File: config.mk
export PLATFORM = sky130hd
export DESIGN_NAME = led_port_flat
export DESIGN_NICKNAME = d
export VERILOG_FILES = /design/src/soc_bus_pkg.sv /design/src/soc_bus_if.sv /design/src/led_port.sv /design/src/flat_wrapper.sv
export SDC_FILE = /design/constraint.sdc
export NUM_CORES = 1
export LEC_CHECK = 0
export BUFFER_PORTS_ARGS = -buffer_cell sky130_fd_sc_hd__buf_2
export CORE_MARGIN = 10
export CORE_UTILIZATION = 26
export DETAILED_ROUTE_END_ITERATION = 8
export PLACE_DENSITY = 0.49
export SKIP_CTS_REPAIR_TIMING = 1
export SYNTH_ARGS = -nofsm -noshare
export SYNTH_HDL_FRONTEND = slang
export SYNTH_SLANG_ARGS = --single-unit
export TNS_END_PERCENT = 100
File: constraint.sdc
create_clock -name clk -period 1.11 [get_ports clk]
set_clock_uncertainty 0.2 [all_clocks]
set_input_delay 0.0555 -clock clk [delete_from_list [all_inputs] [get_ports clk]]
set_output_delay 0.0555 -clock clk [all_outputs]
set_load 0.03 [all_outputs]
File: src/soc_bus_pkg.sv
`default_nettype none

package soc_bus_pkg;

  // ==========================================================================
  // bus widths
  // ==========================================================================

  localparam int unsigned addr_width = 32;
  localparam int unsigned data_width = 32;
  localparam int unsigned mask_width = 4;              // byte lanes per word
  localparam int unsigned lane_width = data_width / mask_width;
  localparam int unsigned byte_addr_bits = $clog2(mask_width);

  localparam int unsigned target_count = 3;

  // channel index of each target
  localparam int unsigned target_ram = 0;
  localparam int unsigned target_led = 1;
  localparam int unsigned target_key = 2;

  // ==========================================================================
  // memory map
  // ==========================================================================

  localparam logic [addr_width-1:0] ram_base = 32'h0000_0000;
  localparam logic [addr_width-1:0] ram_last = 32'h0000_0FFF;
  localparam int unsigned ram_words = 1024;
  localparam int unsigned ram_index_width = $clog2(ram_words);

  localparam logic [addr_width-1:0] led_base = 32'hC000_0000;
  localparam logic [addr_width-1:0] led_last = 32'hC000_FFFF;

  localparam logic [addr_width-1:0] key_base = 32'hC100_0000;
  localparam logic [addr_width-1:0] key_last = 32'hC100_FFFF;

  // ==========================================================================
  // target registers
  // ==========================================================================

  localparam int unsigned led_width = 8;
  localparam int unsigned key_width = 8;

  localparam logic [addr_width-1:0] key_level_offset = 32'h0000_0000;  // synced level
  localparam logic [addr_width-1:0] key_press_offset = 32'h0000_0004;  // press latch, w1c

endpackage

`default_nettype wire

File: src/soc_bus_if.sv
`timescale 1ns/100ps
`default_nettype none

interface soc_bus_if;
  import soc_bus_pkg::*;

  logic                  req;        // one-cycle strobe
  logic                  write;
  logic [addr_width-1:0] addr;       // offset inside the window
  logic [data_width-1:0] wdata;
  logic [mask_width-1:0] wr_mask;

  logic                  ack;        // exactly one cycle after req
  logic [data_width-1:0] rdata;      // zero while ack is low

  modport host (
    output req,
    output write,
    output addr,
    output wdata,
    output wr_mask,
    input  ack,
    input  rdata
  );

  modport target (
    input  req,
    input  write,
    input  addr,
    input  wdata,
    input  wr_mask,
    output ack,
    output rdata
  );

endinterface

`default_nettype wire

File: src/led_port.sv
`timescale 1ns/100ps
`default_nettype none

module led_port (
  input  logic                               clk,
  input  logic                               rst,
  soc_bus_if.target                          bus,
  output logic [soc_bus_pkg::led_width-1:0] leds
);
  import soc_bus_pkg::*;

  logic [data_width-1:0] led_q;
  logic                  ack_q;
  logic [data_width-1:0] rdata_q;

  // output register, any offset in the window maps here
  always_ff @(posedge clk)
  begin
    if (rst)
    begin
      led_q <= '0;
    end
    else if (bus.req && bus.write)
    begin
      for (int i = 0; i < mask_width; i++)
      begin
        if (bus.wr_mask[i])
        begin
          led_q[lane_width*i +: lane_width] <= bus.wdata[lane_width*i +: lane_width];
        end
      end
    end
  end

  always_ff @(posedge clk)
  begin
    if (rst)
    begin
      ack_q <= 1'b0;
    end
    else
    begin
      ack_q <= bus.req;
    end
    rdata_q <= (bus.req && !bus.write) ? led_q : '0;  // full readback
  end

  assign bus.ack   = ack_q;
  assign bus.rdata = rdata_q;
  assign leds      = led_q[led_width-1:0];

endmodule

`default_nettype wire

File: src/flat_wrapper.sv
// flat-port wrapper written by rule: the top's interface ports become plain ports
module led_port_flat import soc_bus_pkg::*;
  (clk, rst, leds, bus_req, bus_write, bus_addr, bus_wdata, bus_wr_mask, bus_ack, bus_rdata);
  soc_bus_if bus_i ();
  input  logic clk;
  input  logic rst;
  output logic [soc_bus_pkg::led_width-1:0] leds;
  input wire logic [$bits(bus_i.req)-1:0] bus_req;
  input wire logic [$bits(bus_i.write)-1:0] bus_write;
  input wire logic [$bits(bus_i.addr)-1:0] bus_addr;
  input wire logic [$bits(bus_i.wdata)-1:0] bus_wdata;
  input wire logic [$bits(bus_i.wr_mask)-1:0] bus_wr_mask;
  output wire logic [$bits(bus_i.ack)-1:0] bus_ack;
  output wire logic [$bits(bus_i.rdata)-1:0] bus_rdata;
  assign bus_i.req = bus_req;
  assign bus_i.write = bus_write;
  assign bus_i.addr = bus_addr;
  assign bus_i.wdata = bus_wdata;
  assign bus_i.wr_mask = bus_wr_mask;
  assign bus_ack = bus_i.ack;
  assign bus_rdata = bus_i.rdata;
  led_port u_core (.clk(clk), .rst(rst), .bus(bus_i), .leds(leds));
endmodule
==> results by group <==
Logic synthesis
  – Synth warnings: 0
  – Seq/Total Area, Yosys: 0.537
  – Post-synthesis register bit count: 65
  – Syn_nets: 293
  – Post-Syn Area per Cell: 11.0 um^2
  – Syn Inst Count: 221
  – Mapped cell area: 0.00242 mm^2
  – Synth unique cells: 11

Clocking
  – H-tree levels: 3
  – Clk buf depth: 2
  – Worst-path clk slew: 0.07 ns
  – Clk sinks: 65
  – Clock Latency Late Sink: 0.33 ns
  – CTS Buf Count: 9
  – CTS Root Cell: clkbuf_8
  – TritonCTS clock tree: yes

Finish
  – FF/Latch Area: 0.00131 mm^2
  – Final net count: 405
  – P&R area growth vs syn: 51.6%
  – Finished Core Util: 0.401
  – Share of cells above drive strength 1: 0.340
  – Area of the multi-input gates: 966 um^2
  – Final non-filler cell total: 449
  – Filler Cell Count: 896
  – Ant. Diodes: 0

Status
  – Run status: finished, final reports clean

Floorplanning
  – Die ar.: 0.0136 mm^2
  – Starting density of the core: 0.265
  – Ports: 113
  – Die height: 116 um
  – Core ar.: 0.00915 mm^2
  – # rows: 35
  – Width of the die: 116 um

Setup path
  – CP Class: reg -> out
  – Worst-path maximum fanout: 1
  – Worst Path Required: 0.85 ns
  – Buf/Inv on CP: 1
  – CP startpoint: u_core.bus.rdata[25]$_SDFF_PN0_
  – Crit Reg-Reg Startpoint: u_core.led_q[0]$_SDFFE_PP0P_
  – Worst Setup EP: bus_rdata[25]
  – Crit path largest cell delay: 0.35 ns
  – R2r setup slk: 0.24 ns
  – Worst reg2reg path depth: 2
  – Reg2reg end: u_core.bus.rdata[0]$_SDFF_PN0_
  – Critical path's top delay family: flip-flops
  – Crit path cell chain: buf_6
  – Worst EP arrival: 0.81 ns
  – CP max stage cell: dfxtp_1
  – CP endpoint kind: primary output
  – Crit start category: flip-flop
  – Cell depth of the worst setup path: 1

Detailed routing
  – DR WL/cell: 12.7 um
  – Final antenna-violating net count: 0
  – DRT Pass-1 Iters: 3
  – Post-Route WL: 5710 um
  – Number of vias per cell: 3.92
  – Initial DRC count: 40
  – Routed vias: 1762
  – Drt drc: 0

Flow run
  – Max-capacitance violation count: 0

Global route
  – Met3 GRT Util: 0.0401
  – Busiest grt layer: met2
  – GRT Util Overall: 0.0809
  – Global-route wire length before repair: 8360 um
  – Initial antenna violation count: 1
  – Number of global-route vias before repair: 1674
  – Pin count of the biggest net entering global routing: 36
  – Met1 Track Usage GR: 0.0896
  – Grt ovf: 0
  – Met2 Use GR: 0.126

Timing
  – Fmax: 935 MHz
  – Slew margin rel.: 0.915
  – Hold Fails Final Rpt: 0
  – # setup viols final: 0
  – Slew @ Worst Pin: 0.125 ns
  – Fin. max-slew vios: 0
  – RSZ-0062 raised after global routing: yes
  – Final min period: 1.07 ns
  – Fin crit share: 0.963

Pwr
  – LEAKAGE: 1.56 nW
  – Comb power frac: 0.108
  – Pwr/cell area: 1300 mW/mm^2
  – Clock share of power: 0.386
  – Psw: 1.14 mW
  – VDD IR max: 0.475 mV
  – Register share of total power: 0.507
  – Pint: 3.62 mW
  – Net Sw Frac: 0.240

Placed design
  – DP Wirelength: 3850 um
  – Port bufs: 80
  – Placer Congestion: 0.665
  – Placed Cells: 398

Min path
  – HP Class: in -> reg
==> registers in the layout (all words and copies together) (netlist names) <==
register          count
u_core.bus.ack        1
u_core.bus.rdata     32
u_core.led_q         32
==> cell usage after synthesis <==
cell type | n | area [um^2]
nand2b_1 | 64 | 400
nor2b_1 | 1 | 6.26
buf_6 | 5 | 56.3
nor2b_4 | 1 | 13.8
and3_1 | 4 | 25.0
buf_4 | 8 | 60.1
dfxtp_1 | 65 | 1300
and2_1 | 32 | 200
clkbuf_1 | 6 | 22.5
clkbuf_2 | 3 | 15.0
mux2i_1 | 32 | 320
==> per-stage QoR <==
stage | setup slack (ns) | instance area [um^2] | power (mW) | setup TNS [ns] | hold slack [ns]
final | 0.0410 | 3670 | 4.77 | 0 | 0.0311
after global routing | -0.0229 | 3670 | 5.02 | -0.0716 | 0.0236
after CTS | -0.0860 | 3140 | 4.75 | -0.696 | -0.250
after detailed placement | 0.0529 | 2950 | 2.87 | 0 | 0.124
after global placement | 0.0858 | 2950 | 2.86 | 0 | 0.120
after floorplan | 0.289 | 2420 | 2.71 | 0 | -0.0163
==> layout make-up <==
type | instances | area share
multi-input cells | 134 | 0.263
repair buffers | 123 | 0.291
flip-flops and latches | 65 | 0.358
clock buffers | 12 | 0.0423
clock inverters | 4 | 0.00750
well taps | 111 | 0.0378
==> kinds of logic (layout without fill, tap and decap cells) <==
family                 Yosys count  in the layout  share of synthesized area
buffers and inverters           22            139                     0.0636
DFF                             65             65                      0.537
muxes                           32             32                      0.132
and+or+nand+nor                102            102                      0.267
==> metal layers <==
layer	up-vias	routed length (um)
li1	909	-
met1	797	2490
met2	47	2670
met3	7	443
met4	2	91
met5	-	13
==> layout by cell type (no fill, tap or decap) <==
master,count
nor2b_4,1
clkinv_2,1
clkinvlp_4,3
and3_1,4
buf_2,39
buf_4,23
dfxtp_2,10
mux2i_1,32
dlygate4sd3_1,34
buf_12,7
clkbuf_4,1
nor2b_1,1
dfxtp_1,55
nand2b_1,64
buf_6,19
clkbuf_1,1
and2_1,32
clkbuf_8,11
==> power by group through the flow <==
stage	sequential (mW)	combinational, mW	clock [mW]
floorplan	2.49	0.216	0
global placement	2.46	0.402	0
detailed placement	2.46	0.405	0
CTS	2.41	0.407	1.93
global route	2.42	0.559	2.04
finish	2.42	0.514	1.84
==> worst min-delay path by stage <==
stage | end | cells after the start | startpoint | slack (ns)
2_1_floorplan | u_core.bus.ack$_SDFF_PP0_ | 1 | bus_req | -0.02
3_3_place_gp | u_core.led_q[24]$_SDFFE_PP0P_ | 3 | bus_wdata[24] | 0.12
3_5_place_dp | u_core.led_q[29]$_SDFFE_PP0P_ | 3 | bus_wdata[29] | 0.12
4_1_cts | u_core.led_q[29]$_SDFFE_PP0P_ | 3 | bus_wdata[29] | -0.25
5_1_grt | u_core.led_q[30]$_SDFFE_PP0P_ | 4 | bus_wr_mask[3] | 0.02
6_report | u_core.led_q[17]$_SDFFE_PP0P_ | 4 | rst | 0.03
Power figures use the tool's default switching activity.
