### config.mk
export PLATFORM = sky130hd
export DESIGN_NAME = bus_decoder_flat
export DESIGN_NICKNAME = d
export VERILOG_FILES = /design/src/soc_bus_pkg.sv /design/src/soc_bus_if.sv /design/src/bus_decoder.sv /design/src/flat_wrapper.sv
export SDC_FILE = /design/constraint.sdc
export NUM_CORES = 1
export LEC_CHECK = 0
export BUFFER_PORTS_ARGS = -buffer_cell sky130_fd_sc_hd__buf_2
export CAP_MARGIN = 20
export CORE_AREA = 2 2 165 167
export CTS_BUF_LIST = sky130_fd_sc_hd__clkbuf_8
export CTS_CLUSTER_DIAMETER = 30
export DETAILED_ROUTE_END_ITERATION = 12
export DIE_AREA = 0 0 167 169
export PLACE_DENSITY = 0.35
export SLEW_MARGIN = 20
export SYNTH_ARGS = -nofsm -noshare
export SYNTH_HDL_FRONTEND = slang
export SYNTH_SLANG_ARGS = --single-unit
### constraint.sdc
create_clock -name clk -period 1.6 [get_ports clk]
set_clock_uncertainty 0.15 [all_clocks]
set_input_delay 0.16 -clock clk [delete_from_list [all_inputs] [get_ports clk]]
set_output_delay 0.16 -clock clk [all_outputs]
set_load 0.05 [all_outputs]
### src/soc_bus_pkg.sv
`default_nettype none

package soc_bus_pkg;

  // ==========================================================================
  // bus widths
  // ==========================================================================

  localparam int unsigned addr_width = 32;
  localparam int unsigned data_width = 32;
  localparam int unsigned mask_width = 4;              // byte lanes per word
  localparam int unsigned lane_width = data_width / mask_width;
  localparam int unsigned byte_addr_bits = $clog2(mask_width);

  localparam int unsigned target_count = 3;

  // channel index of each target
  localparam int unsigned target_ram = 0;
  localparam int unsigned target_led = 1;
  localparam int unsigned target_key = 2;

  // ==========================================================================
  // memory map
  // ==========================================================================

  localparam logic [addr_width-1:0] ram_base = 32'h0000_0000;
  localparam logic [addr_width-1:0] ram_last = 32'h0000_0FFF;
  localparam int unsigned ram_words = 1024;
  localparam int unsigned ram_index_width = $clog2(ram_words);

  localparam logic [addr_width-1:0] led_base = 32'hC000_0000;
  localparam logic [addr_width-1:0] led_last = 32'hC000_FFFF;

  localparam logic [addr_width-1:0] key_base = 32'hC100_0000;
  localparam logic [addr_width-1:0] key_last = 32'hC100_FFFF;

  // ==========================================================================
  // target registers
  // ==========================================================================

  localparam int unsigned led_width = 8;
  localparam int unsigned key_width = 8;

  localparam logic [addr_width-1:0] key_level_offset = 32'h0000_0000;  // synced level
  localparam logic [addr_width-1:0] key_press_offset = 32'h0000_0004;  // press latch, w1c

endpackage

`default_nettype wire

### src/soc_bus_if.sv
`timescale 1ns/100ps
`default_nettype none

interface soc_bus_if;
  import soc_bus_pkg::*;

  logic                  req;        // one-cycle strobe
  logic                  write;
  logic [addr_width-1:0] addr;       // offset inside the window
  logic [data_width-1:0] wdata;
  logic [mask_width-1:0] wr_mask;

  logic                  ack;        // exactly one cycle after req
  logic [data_width-1:0] rdata;      // zero while ack is low

  modport host (
    output req,
    output write,
    output addr,
    output wdata,
    output wr_mask,
    input  ack,
    input  rdata
  );

  modport target (
    input  req,
    input  write,
    input  addr,
    input  wdata,
    input  wr_mask,
    output ack,
    output rdata
  );

endinterface

`default_nettype wire

### src/bus_decoder.sv
`timescale 1ns/100ps
`default_nettype none

module bus_decoder (
  input  logic                                clk,
  input  logic                                rst,
  input  logic                                req,
  input  logic                                write,
  input  logic [soc_bus_pkg::addr_width-1:0] addr,
  input  logic [soc_bus_pkg::data_width-1:0] wdata,
  input  logic [soc_bus_pkg::mask_width-1:0] rd_mask,
  input  logic [soc_bus_pkg::mask_width-1:0] wr_mask,
  output logic                                ack,
  output logic [soc_bus_pkg::data_width-1:0] rdata,
  soc_bus_if.host                             ram,
  soc_bus_if.host                             led,
  soc_bus_if.host                             key
);
  import soc_bus_pkg::*;

  logic [addr_width-1:0] ram_offset;
  logic [addr_width-1:0] led_offset;
  logic [addr_width-1:0] key_offset;
  logic                  ram_hit;
  logic                  led_hit;
  logic                  key_hit;
  logic                  null_ack;
  logic [mask_width-1:0] rd_mask_q;
  logic [data_width-1:0] sel_data;

  // ==========================================================================
  // window match and request routing
  // ==========================================================================

  // one unsigned compare on the offset covers both window bounds
  assign ram_offset = addr - ram_base;
  assign led_offset = addr - led_base;
  assign key_offset = addr - key_base;

  assign ram_hit = (ram_offset <= (ram_last - ram_base));
  assign led_hit = (led_offset <= (led_last - led_base));
  assign key_hit = (key_offset <= (key_last - key_base));

  assign ram.req     = req & ram_hit;
  assign ram.write   = write;
  assign ram.addr    = ram_offset;
  assign ram.wdata   = wdata;
  assign ram.wr_mask = wr_mask;

  assign led.req     = req & led_hit;
  assign led.write   = write;
  assign led.addr    = led_offset;
  assign led.wdata   = wdata;
  assign led.wr_mask = wr_mask;

  assign key.req     = req & key_hit;
  assign key.write   = write;
  assign key.addr    = key_offset;
  assign key.wdata   = wdata;
  assign key.wr_mask = wr_mask;

  // ==========================================================================
  // null responder
  // ==========================================================================

  always_ff @(posedge clk)
  begin
    if (rst)
    begin
      null_ack <= 1'b0;
    end
    else
    begin
      null_ack <= req & ~(ram_hit | led_hit | key_hit);  // unmapped, answer anyway
    end
  end

  // read mask belongs to the request, applied when its ack returns
  always_ff @(posedge clk)
  begin
    if (req)
    begin
      rd_mask_q <= rd_mask;
    end
  end

  // ==========================================================================
  // acknowledge and data return
  // ==========================================================================

  assign ack = ram.ack | led.ack | key.ack | null_ack;

  always_comb
  begin
    sel_data = '0;                   // null responder returns zero
    if (ram.ack)
    begin
      sel_data = ram.rdata;
    end
    else if (led.ack)
    begin
      sel_data = led.rdata;
    end
    else if (key.ack)
    begin
      sel_data = key.rdata;
    end
  end

  always_comb
  begin
    for (int i = 0; i < mask_width; i++)
    begin
      rdata[lane_width*i +: lane_width] = rd_mask_q[i] ? sel_data[lane_width*i +: lane_width]
                                                       : '0;
    end
  end

endmodule

`default_nettype wire

### src/flat_wrapper.sv
// flat-port wrapper written by rule: the top's interface ports become plain ports
module bus_decoder_flat import soc_bus_pkg::*;
  (clk, rst, req, write, addr, wdata, rd_mask, wr_mask, ack, rdata, ram_req, ram_write, ram_addr, ram_wdata, ram_wr_mask, ram_ack, ram_rdata, led_req, led_write, led_addr, led_wdata, led_wr_mask, led_ack, led_rdata, key_req, key_write, key_addr, key_wdata, key_wr_mask, key_ack, key_rdata);
  soc_bus_if ram_i ();
  soc_bus_if led_i ();
  soc_bus_if key_i ();
  input  logic clk;
  input  logic rst;
  input  logic req;
  input  logic write;
  input  logic [soc_bus_pkg::addr_width-1:0] addr;
  input  logic [soc_bus_pkg::data_width-1:0] wdata;
  input  logic [soc_bus_pkg::mask_width-1:0] rd_mask;
  input  logic [soc_bus_pkg::mask_width-1:0] wr_mask;
  output logic ack;
  output logic [soc_bus_pkg::data_width-1:0] rdata;
  output wire logic [$bits(ram_i.req)-1:0] ram_req;
  output wire logic [$bits(ram_i.write)-1:0] ram_write;
  output wire logic [$bits(ram_i.addr)-1:0] ram_addr;
  output wire logic [$bits(ram_i.wdata)-1:0] ram_wdata;
  output wire logic [$bits(ram_i.wr_mask)-1:0] ram_wr_mask;
  input wire logic [$bits(ram_i.ack)-1:0] ram_ack;
  input wire logic [$bits(ram_i.rdata)-1:0] ram_rdata;
  output wire logic [$bits(led_i.req)-1:0] led_req;
  output wire logic [$bits(led_i.write)-1:0] led_write;
  output wire logic [$bits(led_i.addr)-1:0] led_addr;
  output wire logic [$bits(led_i.wdata)-1:0] led_wdata;
  output wire logic [$bits(led_i.wr_mask)-1:0] led_wr_mask;
  input wire logic [$bits(led_i.ack)-1:0] led_ack;
  input wire logic [$bits(led_i.rdata)-1:0] led_rdata;
  output wire logic [$bits(key_i.req)-1:0] key_req;
  output wire logic [$bits(key_i.write)-1:0] key_write;
  output wire logic [$bits(key_i.addr)-1:0] key_addr;
  output wire logic [$bits(key_i.wdata)-1:0] key_wdata;
  output wire logic [$bits(key_i.wr_mask)-1:0] key_wr_mask;
  input wire logic [$bits(key_i.ack)-1:0] key_ack;
  input wire logic [$bits(key_i.rdata)-1:0] key_rdata;
  assign ram_req = ram_i.req;
  assign ram_write = ram_i.write;
  assign ram_addr = ram_i.addr;
  assign ram_wdata = ram_i.wdata;
  assign ram_wr_mask = ram_i.wr_mask;
  assign ram_i.ack = ram_ack;
  assign ram_i.rdata = ram_rdata;
  assign led_req = led_i.req;
  assign led_write = led_i.write;
  assign led_addr = led_i.addr;
  assign led_wdata = led_i.wdata;
  assign led_wr_mask = led_i.wr_mask;
  assign led_i.ack = led_ack;
  assign led_i.rdata = led_rdata;
  assign key_req = key_i.req;
  assign key_write = key_i.write;
  assign key_addr = key_i.addr;
  assign key_wdata = key_i.wdata;
  assign key_wr_mask = key_i.wr_mask;
  assign key_i.ack = key_ack;
  assign key_i.rdata = key_rdata;
  bus_decoder u_core (.clk(clk), .rst(rst), .req(req), .write(write), .addr(addr), .wdata(wdata), .rd_mask(rd_mask), .wr_mask(wr_mask), .ack(ack), .rdata(rdata), .ram(ram_i), .led(led_i), .key(key_i));
endmodule
==> impl_results.md <==
- Max-Cap Viols: 0
- DP HPWL: 9970 µm
- CTS buffer count: 3
- Hold Path Class: in -> reg
- Synth area leader: buf_4
- Multi-input logic area: 1448 µm²
- Normalized max-slew margin: between 70% and 80%
- Main synth FF type: edfxtp_1
- Initial antenna violation count: 0
- Via Count: around 2,900
- Final Max Tran Viols: 0
- Max clock buf depth: 2
- Layout cells sized above 1: 77.80%
- CP Capture Type: output pin
- Port buffer count: 269
- Global-route wire length before repair: 16,530 µm
- Layout Utilization: roughly 17%
- Critical Path AT: roughly 1.7 ns
- Ranking of synthesized cells by area: buf_4, a22oi_1, and2_1, o21ai_0, nand2_1
- CTS tree: built
- Number of synthesized register bits: 5
- DRT iter0 DRCs: 75
- # H-tree levels: 1
- FILL cells: 3,049
- Cell variety after synth: 35
- Pre-antenna DRT Iters: 4
- DRC: 0
- Final setup vio count: 4
- Static leakage: 2.156 nW
- WL per Instance: ~14 µm
- Vias in the first global route: 2,734
- Power density over cell area: 498.4 nW/µm²
- Fmax: 0.5024 GHz
- Post-synth ARST share: 0%
- Drt via density: 3.348
- Initial Utilization: 10.66%
- Worst slew pin tran: 0.3277 ns
- Post-Syn Instances: 402
- All-Layer GR Usage: 7.600%
- Worst vdd ir: 0.2069 mV
- Area Growth Syn to Fin: 55.80%
- Placeable Area: 26,500 µm²
- Chip width: 167 µm
- Startpoint types: input port
- Die Height: between 150 and 200 µm
- Syn_area_per_cell: 7.028 µm²
- Fin crit period: 1.991 ns
- Final hold viol count: 0
- Register area: around 140 µm²
- Antenna cells: 0
- Seq/Total Area, Yosys: 4.960%
- Post-synth EDFFs: 4
- CTS root buffer: clkbuf_8
- Ys Warns: 0
- Synth Net Count: around 580
- DRT antenna net count: 0
- Clock sink count: 5
- # rows: 60
- Final #Nets: 710
- Worst setup startpoint: addr[17]
- Largest net degree at the start of global routing: 39
- Hold Startpoint: rst
- Worst Setup Path Type: in -> out
- Clock transition at path regs: 0.04 ns
- Required time worst endpoint: 1.29 ns
- Die area: 28,220 µm²
- Fraction of the cycle the final worst path needs: 124.4%
- Synth Cell Area: 2825 µm²
- # IOs: 418
- Placer Congestion: 0.7262
- Post-Route WL: roughly 12,000 µm
- Outcome: complete, but fails checks
- Fin Setup TNS: -0.9733 ns
- Critical Path Fanout Max: 2
- RSZ-0062 raised after global routing: yes
- Total congestion overflow: 0
- Worst setup margin: -0.3906 ns
- Failing checks: setup timing
- Share of the synthesized area in the top cell type: 52.35%
[area by class of cell]
| type | instances | share of cell area, % |
|---|---|---|
| multi-input combinational | 180 | 32.89 |
| clock inverter | 1 | 0.08528 |
| clock buffer | 3 | 0.9380 |
| sequential | 5 | 3.184 |
| tap | 341 | 9.693 |
| inverter | 6 | 0.6822 |
| timing repair buffer | 332 | 52.53 |
[Yosys cell counts (all sizes together) (4+ instances only)]
master and n:
nand4 4, ha 7, and2 36, inv 6, o21ai 32, clkbuf 13, nand2 37, xnor2 4
a22oi 31, or4 4, buf 198, nor2 4, edfxtp 4
[final timing paths]
path                    endpoint  depth (start not counted)
max                      ram_req                          8
min   u_core.null_ack$_SDFF_PP0_                          3
[placed cells by master, fill, tap and decap left out, types with 2 or more instances in the layout]
cell type      synthesis  layout
a22oi_1               31      13
a22oi_2                0      18
and2_2                 0      16
and2_4                 1      19
and4_1                 2       2
buf_12                 0       6
buf_2                  0     224
buf_4                197      46
buf_6                  0      26
buf_8                  0      24
clkbuf_8               0       3
clkinvlp_4             0       2
dlygate4sd3_1          0       4
edfxtp_1               4       4
ha_1                   7       6
inv_1                  6       5
nand2_1               37      36
nand4_1                4       4
nor2_1                 4       3
nor3_2                 1       2
o21ai_0               32      11
o21ai_1                0      19
o21ai_2                0       2
or4_4                  1       3
xnor2_2                0       2
xnor2_4                0       2
xor2_2                 0       2
[through the flow]
step | total power [mW] | worst slack, ns | hold slack (ns) | cell area (µm²) | instances
2_1_floorplan | 2.029 | -0.2800 | 0.1089 | 2982 | 402
3_3_place_gp | 1.705 | -0.5189 | 0.1707 | 3690 | 856
3_5_place_dp | 1.700 | -0.5225 | 0.1707 | 3690 | 856
4_1_cts | 2.104 | -0.4209 | 0.05767 | 4063 | 866
5_1_grt | 2.327 | -0.4661 | 0.05856 | 4402 | 868
6_report | 2.194 | -0.3906 | 0.05406 | 4402 | 868
[state kept, by name (all words and copies together) (netlist names)]
| name | flops |
|---|---|
| u_core.rd_mask_q | 4 |
| u_core.null_ack | 1 |
[critical path, cell delays in order]
cell and delay, ns:
buf_6 0.09, or4_4 0.54, buf_6 0.14, nor3_4 0.16
and4_1 0.19, a31o_1 0.12, and2_4 0.15, buf_12 0.13
[kinds of logic after synthesis]
group                    after synthesis  share of synthesized area (%)
flip-flops                             5                          4.960
adder cells (fa/ha/maj)                7                          3.100
buffers and inverters                217                          55.00
AO/OA/AOI/OAI                         68                          15.28
XOR/XNOR                               6                          1.860
AND/OR/NAND/NOR                       99                          19.80
[repair_timing]
| item | in CTS | in global routing |
|---|---|---|
| setup endpoints to repair | 36 | 33 |
| hold buffers | 4 | 0 |
| buffers inserted | 2 | 2 |
| resized for setup | 75 | 111 |
| hold endpoints to repair | 4 | 0 |
| pin swaps | 10 | 24 |
| gates cloned | 0 | 1 |
[layer usage]
metal  vias up  part of all wire [%]  global-route usage [%]
met5         -                  0.34                   1.043
met4         2                  0.56                  0.8996
met3         6                    15                   4.887
met2       274                    45                   11.74
met1      1239                    39                   9.033
li1       1385                     -                       -
[where the power goes]
group          leakage, nW  switching, mW  total, mW  internal (mW)
clock               0.0269         0.0870      0.254          0.167
sequential          0.0474         0.0157      0.168          0.152
combinational         2.08           1.11       1.77          0.662
No activity file was read; power rests on OpenSTA's default activity.
