`src/soc_bus_pkg.sv`:
```
`default_nettype none

package soc_bus_pkg;

  // ==========================================================================
  // bus widths
  // ==========================================================================

  localparam int unsigned addr_width = 32;
  localparam int unsigned data_width = 32;
  localparam int unsigned mask_width = 4;              // byte lanes per word
  localparam int unsigned lane_width = data_width / mask_width;
  localparam int unsigned byte_addr_bits = $clog2(mask_width);

  localparam int unsigned target_count = 3;

  // channel index of each target
  localparam int unsigned target_ram = 0;
  localparam int unsigned target_led = 1;
  localparam int unsigned target_key = 2;

  // ==========================================================================
  // memory map
  // ==========================================================================

  localparam logic [addr_width-1:0] ram_base = 32'h0000_0000;
  localparam logic [addr_width-1:0] ram_last = 32'h0000_0FFF;
  localparam int unsigned ram_words = 1024;
  localparam int unsigned ram_index_width = $clog2(ram_words);

  localparam logic [addr_width-1:0] led_base = 32'hC000_0000;
  localparam logic [addr_width-1:0] led_last = 32'hC000_FFFF;

  localparam logic [addr_width-1:0] key_base = 32'hC100_0000;
  localparam logic [addr_width-1:0] key_last = 32'hC100_FFFF;

  // ==========================================================================
  // target registers
  // ==========================================================================

  localparam int unsigned led_width = 8;
  localparam int unsigned key_width = 8;

  localparam logic [addr_width-1:0] key_level_offset = 32'h0000_0000;  // synced level
  localparam logic [addr_width-1:0] key_press_offset = 32'h0000_0004;  // press latch, w1c

endpackage

`default_nettype wire

```
`src/soc_bus_if.sv`:
```
`timescale 1ns/100ps
`default_nettype none

interface soc_bus_if;
  import soc_bus_pkg::*;

  logic                  req;        // one-cycle strobe
  logic                  write;
  logic [addr_width-1:0] addr;       // offset inside the window
  logic [data_width-1:0] wdata;
  logic [mask_width-1:0] wr_mask;

  logic                  ack;        // exactly one cycle after req
  logic [data_width-1:0] rdata;      // zero while ack is low

  modport host (
    output req,
    output write,
    output addr,
    output wdata,
    output wr_mask,
    input  ack,
    input  rdata
  );

  modport target (
    input  req,
    input  write,
    input  addr,
    input  wdata,
    input  wr_mask,
    output ack,
    output rdata
  );

endinterface

`default_nettype wire

```
`src/key_port.sv`:
```
`timescale 1ns/100ps
`default_nettype none

module key_port (
  input  logic                               clk,
  input  logic                               rst,
  soc_bus_if.target                          bus,
  input  logic [soc_bus_pkg::key_width-1:0] keys
);
  import soc_bus_pkg::*;

  logic [key_width-1:0]  sync_1;
  logic [key_width-1:0]  level;      // second sync stage
  logic [key_width-1:0]  level_prev;
  logic [key_width-1:0]  rise;
  logic [key_width-1:0]  clr;
  logic [key_width-1:0]  press;
  logic                  ack_q;
  logic [data_width-1:0] rdata_q;

  assign rise = level & ~level_prev;
  assign clr  = (bus.req && bus.write && bus.addr == key_press_offset) ?
                bus.wdata[key_width-1:0] : '0;

  always_ff @(posedge clk)
  begin
    if (rst)
    begin
      sync_1     <= '0;
      level      <= '0;
      level_prev <= '0;
      press      <= '0;
      ack_q      <= 1'b0;
    end
    else
    begin
      sync_1     <= keys;
      level      <= sync_1;
      level_prev <= level;
      press      <= (press & ~clr) | rise;  // new edge beats the clear
      ack_q      <= bus.req;
    end
  end

  always_ff @(posedge clk)
  begin
    rdata_q <= '0;
    if (bus.req && !bus.write)
    begin
      if (bus.addr == key_level_offset)
        rdata_q <= {{(data_width-key_width){1'b0}}, level};
      else if (bus.addr == key_press_offset)
        rdata_q <= {{(data_width-key_width){1'b0}}, press};
    end
  end

  assign bus.ack   = ack_q;
  assign bus.rdata = rdata_q;

endmodule

`default_nettype wire

```
`src/flat_wrapper.sv`:
```
// flat-port wrapper written by rule: the top's interface ports become plain ports
module key_port_flat import soc_bus_pkg::*;
  (clk, rst, keys, bus_req, bus_write, bus_addr, bus_wdata, bus_wr_mask, bus_ack, bus_rdata);
  soc_bus_if bus_i ();
  input  logic clk;
  input  logic rst;
  input  logic [soc_bus_pkg::key_width-1:0] keys;
  input wire logic [$bits(bus_i.req)-1:0] bus_req;
  input wire logic [$bits(bus_i.write)-1:0] bus_write;
  input wire logic [$bits(bus_i.addr)-1:0] bus_addr;
  input wire logic [$bits(bus_i.wdata)-1:0] bus_wdata;
  input wire logic [$bits(bus_i.wr_mask)-1:0] bus_wr_mask;
  output wire logic [$bits(bus_i.ack)-1:0] bus_ack;
  output wire logic [$bits(bus_i.rdata)-1:0] bus_rdata;
  assign bus_i.req = bus_req;
  assign bus_i.write = bus_write;
  assign bus_i.addr = bus_addr;
  assign bus_i.wdata = bus_wdata;
  assign bus_i.wr_mask = bus_wr_mask;
  assign bus_ack = bus_i.ack;
  assign bus_rdata = bus_i.rdata;
  key_port u_core (.clk(clk), .rst(rst), .bus(bus_i), .keys(keys));
endmodule
```
`config.mk`:
```
export PLATFORM = sky130hd
export DESIGN_NAME = key_port_flat
export DESIGN_NICKNAME = d
export VERILOG_FILES = /design/src/soc_bus_pkg.sv /design/src/soc_bus_if.sv /design/src/key_port.sv /design/src/flat_wrapper.sv
export SDC_FILE = /design/constraint.sdc
export NUM_CORES = 1
export LEC_CHECK = 0
export BUFFER_PORTS_ARGS = -buffer_cell sky130_fd_sc_hd__buf_4
export CORE_ASPECT_RATIO = 2
export CORE_UTILIZATION = 40
export DETAILED_ROUTE_END_ITERATION = 12
export GPL_ROUTABILITY_DRIVEN = 0
export GPL_TIMING_DRIVEN = 0
export PLACE_DENSITY = 0.77
export SYNTH_ARGS = -nofsm -noshare
export SYNTH_HDL_FRONTEND = slang
export SYNTH_SLANG_ARGS = --single-unit
```
`constraint.sdc`:
```
create_clock -name clk -period 2.85 [get_ports clk]
set_clock_uncertainty 0.15 [all_clocks]
set_input_delay 0.57 -clock clk [delete_from_list [all_inputs] [get_ports clk]]
set_output_delay 0.57 -clock clk [all_outputs]
set_load 0.03 [all_outputs]
```
==> results of run 1 <==
cell type report:
cell class / instances / area share [%]
buffer: 33 / 9.99
clock buffer: 7 / 3.57
inverter: 8 / 1.24
multi-input combinational: 110 / 30.5
sequential: 41 / 34.0
tap: 52 / 2.69
timing repair buffer: 58 / 18.0
synth_stat cells, drive strengths merged:
cell type	count	area, sq um
clkbuf	4	15.0
mux2i	8	80.1
inv	8	30.0
or2	1	6.26
and2	1	6.26
o2bb2ai	8	70.1
buf	29	226
nor2b	25	156
nand2	8	30.0
nand2b	8	50.1
nor4	21	206
conb	1	3.75
nor3	1	5.00
dfxtp	41	821
or3	1	6.26
nand4	2	18.8
nor2	1	3.75
nor4b	1	8.76
state kept, by name, summed over array words and instances (netlist names):
name               flops
u_core.bus.ack         1
u_core.bus.rdata       8
u_core.level           8
u_core.level_prev      8
u_core.press           8
u_core.sync_1          8
worst register-to-register path, stage by stage, from the launching register on:
cell                        delay [ps]
sky130_fd_sc_hd__dfxtp_1           330
sky130_fd_sc_hd__nor2b_1           180
sky130_fd_sc_hd__o2bb2ai_1         130
metrics by stage:
step	setup slack [ps]	util, %	instance area [sq um]
after CTS	827	58.5	2420
final	822	58.5	2420
after floorplan	914	-	1830
after global placement	541	56.5	2330
after global routing	675	58.5	2420
after detailed placement	521	56.5	2330
kinds of logic (layout without fill, tap and decap cells):
kind of cell / Yosys count / count (layout) / share of synthesized area [%]
multiplexers: 8 / 8 / 4.59
buffers and inverters: 41 / 106 / 15.6
AND/OR/NAND/NOR: 70 / 70 / 28.6
other: 1 / 24 / 0.215
flip-flops: 41 / 41 / 47.1
AO/OA/AOI/OAI: 8 / 8 / 4.02
report_power, final:
group | internal (mW) | switching, mW | total (mW)
clock | 0.192 | 0.177 | 0.369
sequential | 0.594 | 0.00717 | 0.601
combinational | 0.0908 | 0.0880 | 0.179
total | 0.876 | 0.272 | 1.15
routing by layer:
layer  vias up  track usage (%)  share of wire [%]
met3        10             3.19                6.6
li1        691                -                  -
met4         0             11.5                4.4
met1       619             12.4                 31
met2        63             31.7                 58
met5         -                0                  0
how the worst max path moves through the flow:
stage	end	slack, ps
final	u_core.press[6]$_SDFF_PP0_	820
after CTS	u_core.press[7]$_SDFF_PP0_	830
after floorplan	u_core.bus.rdata[0]$_SDFF_PN0_	910
after global routing	u_core.press[7]$_SDFF_PP0_	670
after detailed placement	u_core.press[7]$_SDFF_PP0_	520
after global placement	u_core.press[6]$_SDFF_PP0_	540
==> results.md, run 1 <==
- STA classifies the critical path endpoint as a register.
- The max-cap violation count is 0.
- The final global-route overflow total is 0.
- Of the available clock period, the critical path in the final layout requires 71.2%.
- Each instance of the synthesized netlist takes up on average 10.3 sq um.
- The post-synthesis cell area is 1740 sq um.
- The clock net in this run drives a total of 41 sinks.
- The launch point of the worst reg-to-reg path is u_core.level[2]$_SDFF_PP0_.
- The final layout contains 337 nets.
- Summed over all failing endpoints, the final setup total negative slack is 0 ps.
- For this configuration, the core starts out at a cell density of 42.2%.
- The final instance count without filler cells is around 300.
- The synthesized instance count is 169.
- The layout overhead on the synthesized area is 38.6%.
- The violation count after the first detailed-route iteration is 15.
- The critical path is of the primary input to register type.
- The library cell used most frequently in the layout, excluding fill and tap cells, is sky130_fd_sc_hd__buf_4.
- The number of gates given a new drive strength after cts is 0.
- The height of the die is roughly 95 microns.
- Buffers placed on the I/O ports in this run total a little under 60.
- Summed over all cells, the static leakage comes to 1.07 nW.
- The total of endpoints with negative setup slack in the final report is 0.
- In the final layout, the share of cells above drive strength 1 is around two fifths.
- In the layout the commonest cells are sky130_fd_sc_hd__buf_4, sky130_fd_sc_hd__dfxtp_1, sky130_fd_sc_hd__nor2b_1.
- The total track usage is between 10% and 20%.
- The H-tree was split into 2 levels.
- The nature of the critical path startpoint is a primary input.
- The filler cell count in the final layout is 383.
- The flop and latch count out of synthesis is approximately 40.
- between 100 and 150 I/O pins were placed.
- The via count of the first global-routing pass is 1280.
- The family with the most delay on the worst path is simple AND/OR/NAND/NOR gates.
- The combined area of the multi-input logic cells is between 700 and 800 sq um.
- Measured along the x axis, the die boundary spans 48.7 microns.
- After detailed routing, the number of remaining DRC violations is 0.
- The hold path depth is 1.
- After clock tree synthesis, the setup repair step added 0 buffers.
- The path class of the tightest hold or removal check is register to register.
- The floorplan has 33 rows.
- The critical path contains buffers and inverters numbering 2 combined.
- Buffers inserted to repair hold after CTS numbered 0.
- The cell count after placement is between 300 and 400.
- The run finished with clean final reports.
- The core region area is between 4000 and 5000 sq um.
- The initial antenna violation count was 0.
- At the worst endpoint, the arrival time is 2050 ps.
- The number of antenna diodes in the final layout is 0.
- Power spread over the standard cell area amounts to 475 nW/um^2.
- The slowest cell on the critical path is sky130_fd_sc_hd__nand4_1.
- The first global-routing pass estimated 5380 microns of wire.
- The worst endpoint required time is 2870 ps.
- In this run the deepest clock path goes through 2 buffers.
- Entering global routing, the biggest net connects 12 pins.
- The total count of max-transition violations in the final report is 0.
- The TritonCTS clock tree is built.
- The TritonCTS buffer count is 5.
- The via-per-instance ratio is 4.48.
- The launch point of the critical path is bus_addr[11].
- Detailed placement finished with a half-perimeter wire length of approximately 2800 microns.
- After layout, the minimum clock period comes to 2030 ps.
- Of the synthesized area, sequential elements account for 47.1%.
- The clock network latency to the later pin of the worst-skew pair is ~280 ps.
- Setup repair after global routing left no endpoint under its margin.
- In this run the number of cells on the critical path is 6.
- The number of different library cells used by synthesis comes to 23.
- The residual antenna-violating net count after detailed routing is 0.
- The area of the die is between 4000 and 5000 sq um.
- The final hold violation count was 0.
- The reg-to-reg setup timing slack is 1990 ps.
- The critical register-to-register path endpoint is u_core.press[2]$_SDFF_PP0_.
- The final routed wirelength across all metal layers is 3440 microns.
- The count of cells along the worst register-to-register path is 2.
- The tightest hold margin is around 290 ps.
- The capture endpoint of the worst hold path is u_core.level[7]$_SDFF_PP0_.
- The number of optimization iterations in the first detailed-route pass is 3.
- Of all nets on the critical path, the largest fanout is 10.
- The total power draw is between 1 and 1.5 mW.
- The number of warning messages in the yosys log is 0.
- The routed via count is 1383.
- IR analysis of the VDD net gives a maximum drop of 0.420 mV.
- The critical path goes through buf_4, nor4b_1, nand4_1, buf_2, nor4_1, o2bb2ai_1.
- After clock tree synthesis, the clock-pin slew on the worst setup and hold paths is 70 ps.
- The largest single stage delay on the critical path is between 300 and 400 ps.
- The average wire length per cell after detail routing is 11.1 microns.
- CTS placed an instance of sky130_fd_sc_hd__clkbuf_8 at the clock tree root.
- Timing would allow up to 493 MHz.
- The startpoint of the lowest-slack hold path is u_core.sync_1[7]$_SDFF_PP0_.
- The area of all sequential standard cells is ~820 sq um.
Power figures use the tool's default switching activity.
==> run 2, diff against run 1 <==
--- a/config.mk
+++ b/config.mk
@@ -5,6 +5,7 @@
 export SDC_FILE = /design/constraint.sdc
 export NUM_CORES = 1
 export LEC_CHECK = 0
+export ABC_AREA = 1
 export BUFFER_PORTS_ARGS = -buffer_cell sky130_fd_sc_hd__buf_4
 export CORE_ASPECT_RATIO = 2
 export CORE_UTILIZATION = 40
==> constraint.sdc (replaced) <==
create_clock -name clk -period 1.9 [get_ports clk]
set_clock_uncertainty 0.15 [all_clocks]
set_input_delay 0.38 -clock clk [delete_from_list [all_inputs] [get_ports clk]]
set_output_delay 0.38 -clock clk [all_outputs]
set_load 0.03 [all_outputs]
==> run 2 against run 1 <==
  * Total power up 50%
  * Register-to-register slack got worse by 900 ps
  * Global-route usage decreased by 0.59 points
  * Clock power is 51% higher
  * Area after synthesis rose by 2.4%
  * Clock-buffer cell count is the same
  * Largest power group unchanged
  * Combinational power up 44%
  * Non-clock buffer count decreased by 3
  * Critical path type unchanged
  * Via count up 15%
  * Sequential share of layout area fell by 0.72 points
  * Flip-flop and latch count unchanged
==> results.md, run 2 <==
- The run finished with clean final reports.
- The violation count after the first detailed-route iteration came to 25 (+10).
- The flop and latch count out of synthesis is 41 (unchanged).
- The height of the die is 96.5 microns (+1.2%).
- The reported leakage power is 1.27 nW (+19%).
- The critical path data arrival time is 1350 ps (-700 ps).
- The clock-pin slew reported for the worst setup and hold paths after clock tree synthesis is 70 ps (about the same).
- The count of pins on the block boundary is 113 (unchanged).
- The post-route minimum period is roughly 1300 ps.
- The floorplan row count was 34 (+3.0%).
- The async set-reset flop share out of synthesis was 0% (unchanged).
- The synthesized instance count is 253 (+50%).
- The DRC violation count after routing is 0 (unchanged).
- The synthesized area divided by synthesized cell count is 7.06 sq um (-32%).
- The number of different library cells in the post-synthesis netlist was 15 (-35%).
- The worst endpoint required time is 1940 ps (-930 ps).
- The tightest min-delay check is of the primary input to register type.
- The maximum number of pins on one net before global-route repair is 12 (unchanged).
- The peak supply drop is 0.586 mV (+40%).
- The number of gates given a new drive strength after cts came to 0 (unchanged).
- The total track usage was 15.0% (-0.59 points).
- TritonCTS built the clock tree.
- The total power draw is 1.72 mW (+50%).
- The critical path capture point type is a register.
- The initial antenna violation count is 0 (unchanged).
- The number of clock sinks was 41 (unchanged).
- The total count of max-transition violations in the final report came to 0 (unchanged).
- The TritonCTS buffer count is 5 (unchanged).
- STA classifies the critical path startpoint as a primary input.
- The sequential power share is 52.5% (+0.2 points).
- The worst setup slack before clock tree synthesis is 271 ps (-250 ps).
- The number of H-tree branching levels came to 2 (unchanged).
- The number of optimization iterations in the first detailed-route pass is 4 (+1).
- The core region area is 4300 sq um (+4.1%).
- The most used flip-flop cell after synthesis is sky130_fd_sc_hd__dfxtp_1.
- The total of endpoints with negative setup slack in the final report was 0 (unchanged).
- Yosys instantiated no cell more often than sky130_fd_sc_hd__nor2_1.
- The share of the clock period used by the worst path after layout is 69.0%.
- The overall die width is 49.3 microns (+1.2%).
- The routed via count came to 1591 (+15%).
- The average wire length per cell after detail routing is 8.68 microns (-22%).
- The biggest area contributor in the post-synthesis netlist is sky130_fd_sc_hd__dfxtp_1.
- Ranked by instance count, the synthesized netlist is headed by sky130_fd_sc_hd__nor2_1, sky130_fd_sc_hd__inv_1, sky130_fd_sc_hd__nand2_1, sky130_fd_sc_hd__dfxtp_1, sky130_fd_sc_hd__buf_4.
- The number of synthesized flops with an enable pin is 0 (unchanged).
- The via count of the first global-routing pass is 1382 (+8.0%).
- The worst setup slack after layout is 589 ps (-232 ps).
- The post-DP HPWL is 2820 microns (+1.6%).
- The power per cell area came to 696 nW/um^2 (+47%).
- Based on the critical path, the design can be clocked at up to 763 MHz.
- The number of warning messages in the yosys log is 0 (unchanged).
- The initial core utilization is 41.6% (-0.66 points).
- The top fanout value on the critical path was 8 (-2).
- The CTS root buffer is sky130_fd_sc_hd__clkbuf_8.
- The switching component of the power is 0.417 mW (+53%).
- The internal power consumption is 1.30 mW (+49%).
- Relative to the synthesized area, the layout overhead comes to 38.2%.
- The final hold violation count is 0 (unchanged).
- The via-per-instance ratio is 4.02 (-10%).
- The count of cells along the worst register-to-register path came to 4 (+2).
- The category of the critical setup timing path is primary input to register.
- The total number of nets in the final design is 422 (+25%).
- The count of hold-fix buffers inserted at cts is 0 (unchanged).
- The hold path depth is 3 (+2).
- The max-cap violation count is 0 (unchanged).
- The number of buffers inserted by port buffering is 59 (+1.7%).
- The tightest hold margin was 141 ps (-144 ps).
- The share of synthesized area occupied by flip-flops and latches came to 45.9% (-1.1 points).
- The residual antenna-violating net count after detailed routing was 0 (unchanged).
- The final routed wirelength across all metal layers came to 3440 microns (-0.20%).
- The clock network latency to the later pin of the worst-skew pair is 280 ps (about the same).
- In the layout the commonest cells are sky130_fd_sc_hd__buf_4, sky130_fd_sc_hd__nor2_1, sky130_fd_sc_hd__inv_1.
- The post-synthesis cell area is 1790 sq um (+2.4%).
- Ranked by total cell area, the synthesized netlist is headed by sky130_fd_sc_hd__dfxtp_1, sky130_fd_sc_hd__nor2_1, sky130_fd_sc_hd__buf_4, sky130_fd_sc_hd__inv_1, sky130_fd_sc_hd__nand2_1.
- The number of buffers added for setup after CTS was 0 (unchanged).
- The area of the die came to 4750 sq um (+2.4%).
- The antenna diode count came to 0 (unchanged).
- The area share of the leading cell type in the synthesized netlist came to 45.9% (-1.1 points).
- The deepest clock path buffer count is 2 (unchanged).
- The final global-route overflow total is 0 (unchanged).
- The logic gate share of total power is 15.0% (-0.6 points).
- The setup total negative slack is 0 ps (unchanged).
- The share of cells above drive strength 1 is 28.9% (-12 points).
- The switching share of total power is 24.3% (+0.57 points).
- Setup repair after global routing left no endpoint under its margin.
- The leading cell type in the layout, fill and taps excluded is sky130_fd_sc_hd__buf_4.
- The part of the total power dissipated in the clock network is 32.5% (+0.4 points).
- The wire length of the first global-routing pass is 5370 microns (-0.26%).
-- run 2: cell types whose count changed after synthesis, moves of 9 or more --
| cell | change |
|---|---|
| sky130_fd_sc_hd__nor4_2 | -12 |
| sky130_fd_sc_hd__inv_1 | +40 |
| sky130_fd_sc_hd__nand3_1 | +17 |
| sky130_fd_sc_hd__nand2_1 | +39 |
| sky130_fd_sc_hd__nor2_1 | +52 |
| sky130_fd_sc_hd__nor2b_1 | -25 |
| sky130_fd_sc_hd__nor4_1 | -9 |
-- run 2: metrics by stage --
step           area (sq um)  utilization, %  instances
4_1_cts                2470            57.5        396
6_report               2470            57.5        396
3_3_place_gp           2380            55.5        389
2_1_floorplan          1870               -        276
3_5_place_dp           2380            55.5        389
5_1_grt                2470            57.5        396
-- run 2: path summary, 6_finish.rpt --
check                           slack, ps                     endpoint                         from
worst min-delay path                  140  u_core.sync_1[7]$_SDFF_PP0_                      keys[7]
worst max-delay path                  590   u_core.press[1]$_SDFF_PP0_                 bus_addr[13]
worst min register to register        250   u_core.level[3]$_SDFF_PP0_  u_core.sync_1[3]$_SDFF_PP0_
worst max register to register       1090   u_core.press[5]$_SDFF_PP0_   u_core.level[5]$_SDFF_PP0_
-- run 2: layout make-up --
type | count | area, sq um
timing repair buffer | 59 | 443
clock buffer | 7 | 86.3
sequential | 41 | 821
tap | 54 | 67.6
multi-input combinational | 156 | 664
buffer | 29 | 200
fill | 419 | 1830
inverter | 50 | 188
-- run 2: cells by family after synthesis --
family | synth area share (%)
AO/OA/AOI/OAI | 2.24
buffers and inverters | 21.7
flip-flops | 45.9
other | 0.210
AND/OR/NAND/NOR | 29.9
-- run 2: worst max-delay path, stage by stage --
cell and delay (ps):
sky130_fd_sc_hd__buf_4 100, sky130_fd_sc_hd__nor2_1 90, sky130_fd_sc_hd__nand2_1 70, sky130_fd_sc_hd__nor2_1 160
sky130_fd_sc_hd__nand2_1 110, sky130_fd_sc_hd__nor2_4 210, sky130_fd_sc_hd__nand3_1 100, sky130_fd_sc_hd__nand2_1 70
sky130_fd_sc_hd__nand2_1 40
-- run 2: per-layer routing --
metal  track usage, %  vias up  share of wire [%]
met2             31.2       72                 54
met3             4.69        9                9.3
met1             11.1      653                 33
met4             9.31        0                3.0
met5                0        -                  0
li1                 -      857                  -
-- run 2: power groups by stage --
stage          sequential (mW)  clock [mW]  combinational [mW]
2_1_floorplan            0.921           0               0.161
3_3_place_gp             0.920           0               0.254
3_5_place_dp             0.922           0               0.259
4_1_cts                  0.902       0.577               0.259
5_1_grt                  0.905       0.606               0.283
6_report                 0.902       0.559               0.258
